`config.mk`:
```
export PLATFORM = sky130hd
export DESIGN_NAME = axi_master_flat
export DESIGN_NICKNAME = d
export VERILOG_FILES = /design/src/axi_bus_pkg.sv /design/src/axi_ctrl_pkg.sv /design/src/axi_bus_if.sv /design/src/axi_master.sv /design/src/flat_wrapper.sv
export SDC_FILE = /design/constraint.sdc
export NUM_CORES = 1
export LEC_CHECK = 0
export CAP_MARGIN = 10
export CORE_AREA = 4 4 113 115
export DETAILED_ROUTE_END_ITERATION = 12
export DIE_AREA = 0 0 117 119
export DONT_BUFFER_PORTS = 1
export PLACE_DENSITY = 0.52
export SETUP_SLACK_MARGIN = 0.05
export SYNTH_ARGS = -nofsm -noshare
export SYNTH_HDL_FRONTEND = slang
export SYNTH_SLANG_ARGS = --single-unit
```
`constraint.sdc`:
```
create_clock -name clk -period 1.4 [get_ports clk]
set_input_delay 0.14 -clock clk [delete_from_list [all_inputs] [get_ports clk]]
set_output_delay 0.14 -clock clk [all_outputs]
set_load 0.02 [all_outputs]
```
`src/axi_bus_pkg.sv`:
```
package axi_bus_pkg;

   localparam int ADDR_W = 32;
   localparam int DATA_W = 32;
   // one strobe bit per data byte.
   localparam int STRB_W = DATA_W / 8;
   localparam int LEN_W = 8;
   localparam int ID_W = 2;

   // memory depth in words.
   localparam int MEM_DEPTH = 256;
   localparam int MEM_AW = $clog2(MEM_DEPTH);
   // byte address bits below the word index.
   localparam int ADDR_LSB = $clog2(STRB_W);

   typedef logic [ADDR_W-1:0] addr_t;
   typedef logic [DATA_W-1:0] data_t;
   typedef logic [STRB_W-1:0] strb_t;
   // beats minus one.
   typedef logic [LEN_W-1:0] len_t;
   typedef logic [ID_W-1:0] id_t;
   typedef logic [MEM_AW-1:0] mem_addr_t;

endpackage

```
`src/axi_ctrl_pkg.sv`:
```
package axi_ctrl_pkg;

   typedef enum logic {
      CMD_WRITE,
      CMD_READ
   } cmd_op_e;

   typedef enum logic [2:0] {
      M_IDLE,
      M_WR_ADDR,
      M_WR_DATA,
      M_WR_WAIT,
      M_RD_ADDR,
      M_RD_DATA
   } master_state_e;

   typedef enum logic [1:0] {
      S_IDLE,
      S_WR_BURST,
      S_WR_BACK,
      S_RD_BURST
   } slave_state_e;

endpackage

```
`src/axi_bus_if.sv`:
```
`timescale 1ns/1ps

interface axi_bus_if;

   // write address.
   axi_bus_pkg::addr_t wr_addr;
   axi_bus_pkg::len_t  wr_len;
   axi_bus_pkg::id_t   wr_id;
   logic               wr_addr_valid;
   logic               wr_addr_ready;

   // write data.
   axi_bus_pkg::data_t wr_data;
   axi_bus_pkg::strb_t wr_strb;
   logic               wr_data_last;
   logic               wr_data_valid;
   logic               wr_data_ready;

   // write completion, a single pulse with no ready.
   axi_bus_pkg::id_t   wr_back_id;
   logic               wr_back_valid;

   // read address.
   axi_bus_pkg::addr_t rd_addr;
   axi_bus_pkg::len_t  rd_len;
   axi_bus_pkg::id_t   rd_id;
   logic               rd_addr_valid;
   logic               rd_addr_ready;

   // read data.
   axi_bus_pkg::data_t rd_data;
   logic               rd_data_last;
   axi_bus_pkg::id_t   rd_back_id;
   logic               rd_data_valid;
   logic               rd_data_ready;

   modport master (
      output wr_addr, wr_len, wr_id, wr_addr_valid,
      input  wr_addr_ready,
      output wr_data, wr_strb, wr_data_last, wr_data_valid,
      input  wr_data_ready,
      input  wr_back_id, wr_back_valid,
      output rd_addr, rd_len, rd_id, rd_addr_valid,
      input  rd_addr_ready,
      input  rd_data, rd_data_last, rd_back_id, rd_data_valid,
      output rd_data_ready
   );

   modport slave (
      input  wr_addr, wr_len, wr_id, wr_addr_valid,
      output wr_addr_ready,
      input  wr_data, wr_strb, wr_data_last, wr_data_valid,
      output wr_data_ready,
      output wr_back_id, wr_back_valid,
      input  rd_addr, rd_len, rd_id, rd_addr_valid,
      output rd_addr_ready,
      output rd_data, rd_data_last, rd_back_id, rd_data_valid,
      input  rd_data_ready
   );

endinterface

```
`src/axi_master.sv`:
```
`timescale 1ns/1ps

module axi_master (
   input  logic                  clk,
   input  logic                  rst,
   input  logic                  cmd_valid,
   output logic                  cmd_ready,
   input  axi_ctrl_pkg::cmd_op_e cmd_op,
   input  axi_bus_pkg::addr_t    cmd_addr,
   input  axi_bus_pkg::len_t     cmd_len,
   input  axi_bus_pkg::id_t      cmd_id,
   input  logic                  wdata_valid,
   output logic                  wdata_ready,
   input  axi_bus_pkg::data_t    wdata,
   input  axi_bus_pkg::strb_t    wstrb,
   output logic                  rdata_valid,
   input  logic                  rdata_ready,
   output axi_bus_pkg::data_t    rdata,
   output logic                  rdata_last,
   output axi_bus_pkg::id_t      rdata_id,
   output logic                  wresp_valid,
   output axi_bus_pkg::id_t      wresp_id,
   axi_bus_if.master             bus
);

   axi_ctrl_pkg::master_state_e state;
   axi_bus_pkg::addr_t          addr_q;
   axi_bus_pkg::len_t           len_q;
   axi_bus_pkg::id_t            id_q;
   axi_bus_pkg::len_t           beat_cnt;
   logic                        wr_beat;
   logic                        rd_beat;

   assign cmd_ready = (state == axi_ctrl_pkg::M_IDLE);

   // both address channels show the latched command.
   assign bus.wr_addr       = addr_q;
   assign bus.wr_len        = len_q;
   assign bus.wr_id         = id_q;
   assign bus.wr_addr_valid = (state == axi_ctrl_pkg::M_WR_ADDR);
   assign bus.rd_addr       = addr_q;
   assign bus.rd_len        = len_q;
   assign bus.rd_id         = id_q;
   assign bus.rd_addr_valid = (state == axi_ctrl_pkg::M_RD_ADDR);

   // write beats go straight from the user stream.
   assign bus.wr_data       = wdata;
   assign bus.wr_strb       = wstrb;
   assign bus.wr_data_last  = (beat_cnt == len_q);
   assign bus.wr_data_valid = (state == axi_ctrl_pkg::M_WR_DATA) && wdata_valid;
   assign wdata_ready       = (state == axi_ctrl_pkg::M_WR_DATA) && bus.wr_data_ready;
   assign wr_beat           = bus.wr_data_valid && bus.wr_data_ready;

   // read beats come straight back to the user.
   assign rdata             = bus.rd_data;
   assign rdata_last        = bus.rd_data_last;
   assign rdata_id          = bus.rd_back_id;
   assign rdata_valid       = (state == axi_ctrl_pkg::M_RD_DATA) && bus.rd_data_valid;
   assign bus.rd_data_ready = (state == axi_ctrl_pkg::M_RD_DATA) && rdata_ready;
   assign rd_beat           = rdata_valid && rdata_ready;

   always_ff @(posedge clk) begin
      if (rst) begin
         state       <= axi_ctrl_pkg::M_IDLE;
         beat_cnt    <= '0;
         wresp_valid <= 1'b0;
      end else begin
         wresp_valid <= 1'b0;
         case (state)
            axi_ctrl_pkg::M_IDLE: begin
               if (cmd_valid) begin
                  beat_cnt <= '0;
                  state    <= (cmd_op == axi_ctrl_pkg::CMD_WRITE) ?
                              axi_ctrl_pkg::M_WR_ADDR : axi_ctrl_pkg::M_RD_ADDR;
               end
            end
            axi_ctrl_pkg::M_WR_ADDR: begin
               if (bus.wr_addr_ready) begin
                  state <= axi_ctrl_pkg::M_WR_DATA;
               end
            end
            axi_ctrl_pkg::M_WR_DATA: begin
               if (wr_beat) begin
                  beat_cnt <= beat_cnt + 1'b1;
                  if (bus.wr_data_last) begin
                     state <= axi_ctrl_pkg::M_WR_WAIT;
                  end
               end
            end
            axi_ctrl_pkg::M_WR_WAIT: begin
               if (bus.wr_back_valid) begin
                  wresp_valid <= 1'b1;
                  state       <= axi_ctrl_pkg::M_IDLE;
               end
            end
            axi_ctrl_pkg::M_RD_ADDR: begin
               if (bus.rd_addr_ready) begin
                  state <= axi_ctrl_pkg::M_RD_DATA;
               end
            end
            axi_ctrl_pkg::M_RD_DATA: begin
               if (rd_beat && bus.rd_data_last) begin
                  state <= axi_ctrl_pkg::M_IDLE;
               end
            end
            default: state <= axi_ctrl_pkg::M_IDLE;
         endcase
      end
   end

   // command fields and the completion id.
   always_ff @(posedge clk) begin
      if (cmd_valid && cmd_ready) begin
         addr_q <= cmd_addr;
         len_q  <= cmd_len;
         id_q   <= cmd_id;
      end
      if (bus.wr_back_valid) begin
         wresp_id <= bus.wr_back_id;
      end
   end

endmodule

```
`src/flat_wrapper.sv`:
```
// flat-port wrapper written by rule: the top's interface ports become plain ports
module axi_master_flat 
  (clk, rst, cmd_valid, cmd_ready, cmd_op, cmd_addr, cmd_len, cmd_id, wdata_valid, wdata_ready, wdata, wstrb, rdata_valid, rdata_ready, rdata, rdata_last, rdata_id, wresp_valid, wresp_id, bus_wr_addr, bus_wr_len, bus_wr_id, bus_wr_addr_valid, bus_wr_addr_ready, bus_wr_data, bus_wr_strb, bus_wr_data_last, bus_wr_data_valid, bus_wr_data_ready, bus_wr_back_id, bus_wr_back_valid, bus_rd_addr, bus_rd_len, bus_rd_id, bus_rd_addr_valid, bus_rd_addr_ready, bus_rd_data, bus_rd_data_last, bus_rd_back_id, bus_rd_data_valid, bus_rd_data_ready);
  axi_bus_if bus_i ();
  input  logic clk;
  input  logic rst;
  input  logic cmd_valid;
  output logic cmd_ready;
  input  axi_ctrl_pkg::cmd_op_e cmd_op;
  input  axi_bus_pkg::addr_t cmd_addr;
  input  axi_bus_pkg::len_t cmd_len;
  input  axi_bus_pkg::id_t cmd_id;
  input  logic wdata_valid;
  output logic wdata_ready;
  input  axi_bus_pkg::data_t wdata;
  input  axi_bus_pkg::strb_t wstrb;
  output logic rdata_valid;
  input  logic rdata_ready;
  output axi_bus_pkg::data_t rdata;
  output logic rdata_last;
  output axi_bus_pkg::id_t rdata_id;
  output logic wresp_valid;
  output axi_bus_pkg::id_t wresp_id;
  output wire logic [$bits(bus_i.wr_addr)-1:0] bus_wr_addr;
  output wire logic [$bits(bus_i.wr_len)-1:0] bus_wr_len;
  output wire logic [$bits(bus_i.wr_id)-1:0] bus_wr_id;
  output wire logic [$bits(bus_i.wr_addr_valid)-1:0] bus_wr_addr_valid;
  input wire logic [$bits(bus_i.wr_addr_ready)-1:0] bus_wr_addr_ready;
  output wire logic [$bits(bus_i.wr_data)-1:0] bus_wr_data;
  output wire logic [$bits(bus_i.wr_strb)-1:0] bus_wr_strb;
  output wire logic [$bits(bus_i.wr_data_last)-1:0] bus_wr_data_last;
  output wire logic [$bits(bus_i.wr_data_valid)-1:0] bus_wr_data_valid;
  input wire logic [$bits(bus_i.wr_data_ready)-1:0] bus_wr_data_ready;
  input wire logic [$bits(bus_i.wr_back_id)-1:0] bus_wr_back_id;
  input wire logic [$bits(bus_i.wr_back_valid)-1:0] bus_wr_back_valid;
  output wire logic [$bits(bus_i.rd_addr)-1:0] bus_rd_addr;
  output wire logic [$bits(bus_i.rd_len)-1:0] bus_rd_len;
  output wire logic [$bits(bus_i.rd_id)-1:0] bus_rd_id;
  output wire logic [$bits(bus_i.rd_addr_valid)-1:0] bus_rd_addr_valid;
  input wire logic [$bits(bus_i.rd_addr_ready)-1:0] bus_rd_addr_ready;
  input wire logic [$bits(bus_i.rd_data)-1:0] bus_rd_data;
  input wire logic [$bits(bus_i.rd_data_last)-1:0] bus_rd_data_last;
  input wire logic [$bits(bus_i.rd_back_id)-1:0] bus_rd_back_id;
  input wire logic [$bits(bus_i.rd_data_valid)-1:0] bus_rd_data_valid;
  output wire logic [$bits(bus_i.rd_data_ready)-1:0] bus_rd_data_ready;
  assign bus_wr_addr = bus_i.wr_addr;
  assign bus_wr_len = bus_i.wr_len;
  assign bus_wr_id = bus_i.wr_id;
  assign bus_wr_addr_valid = bus_i.wr_addr_valid;
  assign bus_i.wr_addr_ready = bus_wr_addr_ready;
  assign bus_wr_data = bus_i.wr_data;
  assign bus_wr_strb = bus_i.wr_strb;
  assign bus_wr_data_last = bus_i.wr_data_last;
  assign bus_wr_data_valid = bus_i.wr_data_valid;
  assign bus_i.wr_data_ready = bus_wr_data_ready;
  assign bus_i.wr_back_id = bus_wr_back_id;
  assign bus_i.wr_back_valid = bus_wr_back_valid;
  assign bus_rd_addr = bus_i.rd_addr;
  assign bus_rd_len = bus_i.rd_len;
  assign bus_rd_id = bus_i.rd_id;
  assign bus_rd_addr_valid = bus_i.rd_addr_valid;
  assign bus_i.rd_addr_ready = bus_rd_addr_ready;
  assign bus_i.rd_data = bus_rd_data;
  assign bus_i.rd_data_last = bus_rd_data_last;
  assign bus_i.rd_back_id = bus_rd_back_id;
  assign bus_i.rd_data_valid = bus_rd_data_valid;
  assign bus_rd_data_ready = bus_i.rd_data_ready;
  axi_master u_core (.clk(clk), .rst(rst), .cmd_valid(cmd_valid), .cmd_ready(cmd_ready), .cmd_op(cmd_op), .cmd_addr(cmd_addr), .cmd_len(cmd_len), .cmd_id(cmd_id), .wdata_valid(wdata_valid), .wdata_ready(wdata_ready), .wdata(wdata), .wstrb(wstrb), .rdata_valid(rdata_valid), .rdata_ready(rdata_ready), .rdata(rdata), .rdata_last(rdata_last), .rdata_id(rdata_id), .wresp_valid(wresp_valid), .wresp_id(wresp_id), .bus(bus_i));
endmodule
```
# [Word level (Yosys, flattened, before mapping)]
# Cells that the tools add are included.
[word_totals] regBits=56 output_inout_bits=166 word_cells=48
[classes] muxes=13 reduce_logical=13 n_eq_ne=13 bitwise=1 add_sub_neg=1
[op_table] operator="3-bit 2-to-1 mux" count=8
[op_table] operator="3-bit one-hot mux with 6 select lines" count=1
[op_table] operator="8-bit 2-to-1 mux" count=2
[op_table] operator="8-bit one-hot mux with 2 select lines" count=1
[op_table] operator="8-bit by 1-bit adder with 8-bit output, second input constant" count=1
[op_table] operator="8-bit == test" count=1
[op_table] operator="1-bit logical AND" count=8
[op_table] operator="2-bit != test, second input constant" count=4
[op_table] operator="7-bit AND reduction" count=1
[op_table] operator="3-bit by 2-bit == test with 1-bit output, second input constant" count=2
[op_table] operator="3-bit == test, second input constant" count=2
[op_table] operator="2-bit by 1-bit != test with 1-bit output, second input constant" count=3
[op_table] operator="3-bit by 1-bit == test with 1-bit output, second input constant" count=1
[op_table] operator="3-bit logical NOT" count=1
[op_table] operator="3-bit AND reduction" count=1
[op_table] operator="2-bit nonzero test" count=1
[op_table] operator="2-bit OR reduction" count=1
[op_table] operator="1-bit 2-to-1 mux" count=1
[op_table] operator="1-bit NOT" count=1

# [Longest topological paths before layout]
[logic_depth] ltp_word=6 mapped_depth=5 ltp_nobuf=5

# [Worst setup path after synthesis]
# OpenSTA, ideal clock, no wires.
[synth_timing] kind="reg-to-reg" start="reg u_core.state[1]" end="reg u_core.beat_cnt[2]" stages_incl_launch_ff=6 t_arrival_ps=1539 setup_slack_ps=-253 setup_ps=114 path_buffers=1 synth_period_minus_slack_ps=1653 path_cell_list="dfxtp_1 > nor3_2 > and2_4 > or2_1 > buf_2 > nor2_1"
[synth_between] word_cells_on_any_way=9 classes_between="eq/ne (3); mux (1); reduce/logical (5)"
[synth_rtl] element="from (decl)" line="axi_master.sv:26" source="axi_ctrl_pkg::master_state_e state;"
[synth_rtl] element="from (signal assigned)" line="axi_master.sv:64" source="state <= axi_ctrl_pkg::M_IDLE;"
[synth_rtl] element="from (signal assigned)" line="axi_master.sv:73" source="state <= (cmd_op == axi_ctrl_pkg::CMD_WRITE) ?"
[synth_rtl] element="from (signal assigned)" line="axi_master.sv:79" source="state <= axi_ctrl_pkg::M_WR_DATA;"
[synth_rtl] element="3-bit logical NOT *"
[synth_rtl] element="net cmd_ready" line="flat_wrapper.sv:8" source="output logic cmd_ready;"
[synth_rtl] element="2-bit != test (no source line) / 2-bit nonzero test (equally long branches)"
[synth_rtl] element="3-bit AND reduction (no source line)"
[synth_rtl] element="to (signal assigned)" line="axi_master.sv:84" source="beat_cnt <= beat_cnt + 1'b1;"
[synth_rtl] element="to (decl)" line="axi_master.sv:30" source="axi_bus_pkg::len_t beat_cnt;"
# The timed path passes the listed nets; every way through them passes the cells marked *.
# A chain may end at the register's enable or synchronous reset.

# [Worst setup path after layout]
[layout_timing] start="reg u_core.len_q[5], in the netlist u_core.bus.rd_len[5]" end="out bus_wr_data_last"
[layout_between] elab_chain_cells=1
[layout_lines] element="from (decl)" line="axi_master.sv:28" source="axi_bus_pkg::len_t len_q;"
[layout_lines] element="from (signal assigned)" line="axi_master.sv:115" source="len_q <= cmd_len;"
[layout_lines] element="8-bit == test" line="axi_master.sv:49" source="assign bus.wr_data_last = (beat_cnt == len_q);"
[layout_lines] element="to (decl)" line="flat_wrapper.sv:31" source="output wire logic [$bits(bus_i.wr_data_last)-1:0] bus_wr_data_last;"
# Every way passes these cells.

==> out/qor.csv <==
stage,metric,value,unit
status,run_status,"complete, but fails checks",
status,violations,negative setup slack,
synth,synth_compound_area_share,4.48,%
clocking,clock_latency,0.29,ns
synth,syn_area,0.00304,mm2
grt,grt_pass1_vias,1831,
synth,synthMuxAreaShare,0.370,%
drt,totalWireLength,9.11,mm
die,rows,40,
place,io_buffer_count,0,
clocking,clock-sinks,56,
drt,met1Wirelength,2.87,mm
final_layout,multi_input_area,653,um2
die,start_util,25.8,%
synth,synth_nets,382,
drt,viasPerCell,4.44,
grt,grt_max_degree,17,
drt,met3_wirelength,1.44,mm
worst_hold_path,hold_path.class,in -> reg,
critical_path,max_stage_delay,0.43,ns
drt,drc,0,
synth,ys_ff_latch,56,
sta,worst_clock_skew,0.00411,ns
synth,synth-simple-area-share,9.21,%
grt,grt_usage,12.0,%
grt,grt_pass1_wl,12.2,mm
critical_path,crit_path_end_kind,primary output,
sta,hold_viol_final,0,
die,dieArea,0.0139,mm2
synth,synth_cell_types,40,
drt,via_count,1696,
drt,wl_per_cell,23.9,um
synth,synth_adder_area_share,0.411,%
sta,timing.fmax,0.652,GHz
sta,setup_viol,48,
clocking,cts_made_buffers,5,
critical_path,worstPathMaxFanout,2,
place,gp_congestion,0.801,
final_layout,drive_above_1_share,32.1,%
sta,fin_hold_ws,0.0142,ns
critical_path,cp_slowest_cell,edfxtp_1,
synth,synth_edf_count,44,
final_layout,stdcell_area,0.00350,mm2
run,cap_violations,0,
drt,drtIter0Drc,49,
die,die_h,119,um
critical_path,timing_worst_setup_path_type,reg -> out,
worst_hold_path,hold_depth,2,
clocking,clk_pin_slew,0.07,ns
power,p_leak,1.24,nW
power,sw_frac_of_total,33.2,%
drt,postRouteAntennaNets,0,
die,chipWidth,117,um
synth,ys_seq_area_share,51.3,%
clocking,cts_root_buffer,clkbuf_16,
synth,synth_top_family_by_area,buffers and inverters,
place,placed_cell_area,0.00253,mm2
sta,slew-limit-headroom,70.4,%
synth,synth_ff_type,edfxtp_1,
die,core-area,0.0118,mm2
power,ir_worst_vdd,0.511,mV
critical_path,r2r_cells,6,
critical_path,worstPathRequired,1.26,ns
sta,rsz0062_at_grt,yes,
synth,syn_inst,255,
synth,ys_async_sr_fraction,0,%
power,power.density,1440,mW/mm2
sta,layout_setup_ws,-0.133,ns
final_layout,fin_nets,360,
place,dpl.hpwl,6.74,mm
sta,slew_viol_final,0,
power,seqPwrFrac,51.7,%
power,switching_power,1.68,mW
drt,drt-pass1-iter-count,5,
grt,grt_overflow,0,
final_layout,seqCellArea,0.00157,mm2
sta,post-route-min-period,1.53,ns
drt,top_layer_used,met4,
power,p_comb_share,24.1,%
final_layout,n_fill_cell,1187,
clocking,clk_path_buf_depth,2,
critical_path,cp_cell_sequence,xnor2_1 -> nand4_1 -> nor2_1 -> buf_4,
critical_path,cp.arrival,1.39,ns
die,io_pins,292,
final_layout,synthToLayoutAreaGrowth,15.0,%
clocking,cts_tree,yes,
drt,dr_wl_met2,4.64,mm
final_layout,fin_util,29.6,%
clocking,htree_levels,2,
power,clock_power_share,24.2,%
sta,finalCritPeriodShare,110,%
synth,ys_warn_count,0,
critical_path,startpoint_type,register,
power,internal_power,3.37,mW
sta,tightest_slew,0.445,ns
synth,synth_xor_area_share,4.03,%
synth,postSynthAreaPerCell,11.9,um2
grt,antenna_found_initial,1,
metal layers:
layer,up-vias,global-route usage (%)
met5,-,0
met4,0,2.87
met3,14,7.72
met2,174,21.1
met1,792,11.6
li1,716,-
synth_stat cells (2+ instances only):
| cell type | count | area share (%) |
|---|---|---|
| nand2_1 | 3 | 0.37 |
| xor2_1 | 5 | 1.4 |
| nand2b_1 | 2 | 0.41 |
| a21oi_1 | 3 | 0.49 |
| nor3_1 | 3 | 0.49 |
| nor3b_1 | 2 | 0.49 |
| and2_1 | 3 | 0.62 |
| nor2_1 | 12 | 1.5 |
| nor2b_1 | 2 | 0.41 |
| nand4_1 | 2 | 0.41 |
| dfxtp_1 | 12 | 7.9 |
| buf_4 | 113 | 28 |
| o211ai_1 | 4 | 0.99 |
| o2111ai_1 | 2 | 0.58 |
| or2_1 | 2 | 0.41 |
| and4_1 | 2 | 0.58 |
| edfxtp_1 | 44 | 43 |
| xnor2_1 | 9 | 2.6 |
| buf_6 | 5 | 1.9 |
| nor3_2 | 2 | 0.66 |
| and3_1 | 4 | 0.82 |
sequential cells by signal, summed over array words and instances, names as in the netlist:
name / flops
u_core.beat_cnt: 8
u_core.bus.rd_addr: 32
u_core.bus.rd_id: 2
u_core.bus.rd_len: 8
u_core.state: 3
u_core.wresp_id: 2
u_core.wresp_valid: 1
power by group through the flow:
stage	clock network, mW	logic (mW)	registers, mW
finish	1.22	1.22	2.61
global route	1.35	1.31	2.64
CTS	1.30	1.22	2.61
detailed placement	0	0.691	2.66
global placement	0	0.680	2.66
floorplan	0	1.12	2.43
path summary, 6_finish.rpt:
| kind | endpoint | slack (ns) | start |
|---|---|---|---|
| setup reg to reg | u_core.bus.rd_len[4] | -0.10 | u_core.state[1] |
| hold reg to reg | u_core.state[1] | 0.55 | u_core.state[2] |
| hold / removal | u_core.wresp_valid | 0.01 | bus_wr_back_valid |
| setup / recovery | bus_wr_data_last | -0.13 | u_core.bus.rd_len[5] |
area by class of cell:
| type | count | area share (%) |
|---|---|---|
| flip-flops and latches | 56 | 45.0 |
| inverters | 1 | 0.107 |
| repair buffers | 91 | 26.9 |
| well taps | 147 | 5.26 |
| clock buffers | 6 | 3.68 |
| diodes | 1 | 0.0715 |
| multi-input cells | 78 | 18.7 |
| clock inverters | 2 | 0.322 |
logic make-up after synthesis:
| group | Yosys count |
|---|---|
| buffers and inverters | 121 |
| AND/OR/NAND/NOR | 46 |
| flip-flops | 56 |
| multiplexers | 1 |
| XOR/XNOR | 14 |
| adder cells (fa/ha/maj) | 1 |
| AO/OA/AOI/OAI | 16 |
worst max-delay path, delay by kind of cell, from the launching register on:
kind / cells / cell delay, ns
xor gates and xnor gates: 1 / 0.16
buffers and inverters: 1 / 0.16
DFF: 1 / 0.43
and+or+nand+nor: 2 / 0.35
per-stage QoR:
stage	setup TNS (ns)	setup slack, ns	std cells	power [mW]
after floorplan	-3.00	-0.142	255	3.54
after global placement	-0.00191	-0.00191	306	3.34
after detailed placement	-0.103	-0.0441	306	3.35
after CTS	-3.36	-0.149	382	5.13
after global routing	-6.43	-0.246	382	5.30
final	-3.04	-0.133	382	5.05
repair_timing:
item                                   in CTS  in global routing
setup endpoints to repair                  48                 59
buffers inserted                           19                  2
endpoints found under the hold margin      51                  0
gates cloned                                2                  1
gates resized for setup                    35                 16
hold buffers                               47                  0
pin swaps                                  19                  5
cell usage in the layout, fill, tap and decap left out, drive strengths merged, types with 2 or more instances in the layout:
master       instances
and2                 4
xnor2                9
and4                 2
and3                 4
o2111ai              3
dfxtp               12
nand4                2
nor3                 5
dlygate4sd3         47
nor2b                2
buf                 43
nor3b                2
or2                  2
nand2b               2
xor2                 5
clkbuf               7
nand2                3
edfxtp              44
nor2                13
a21oi                3
o211ai               4
(Power assumes the default switching activity.)
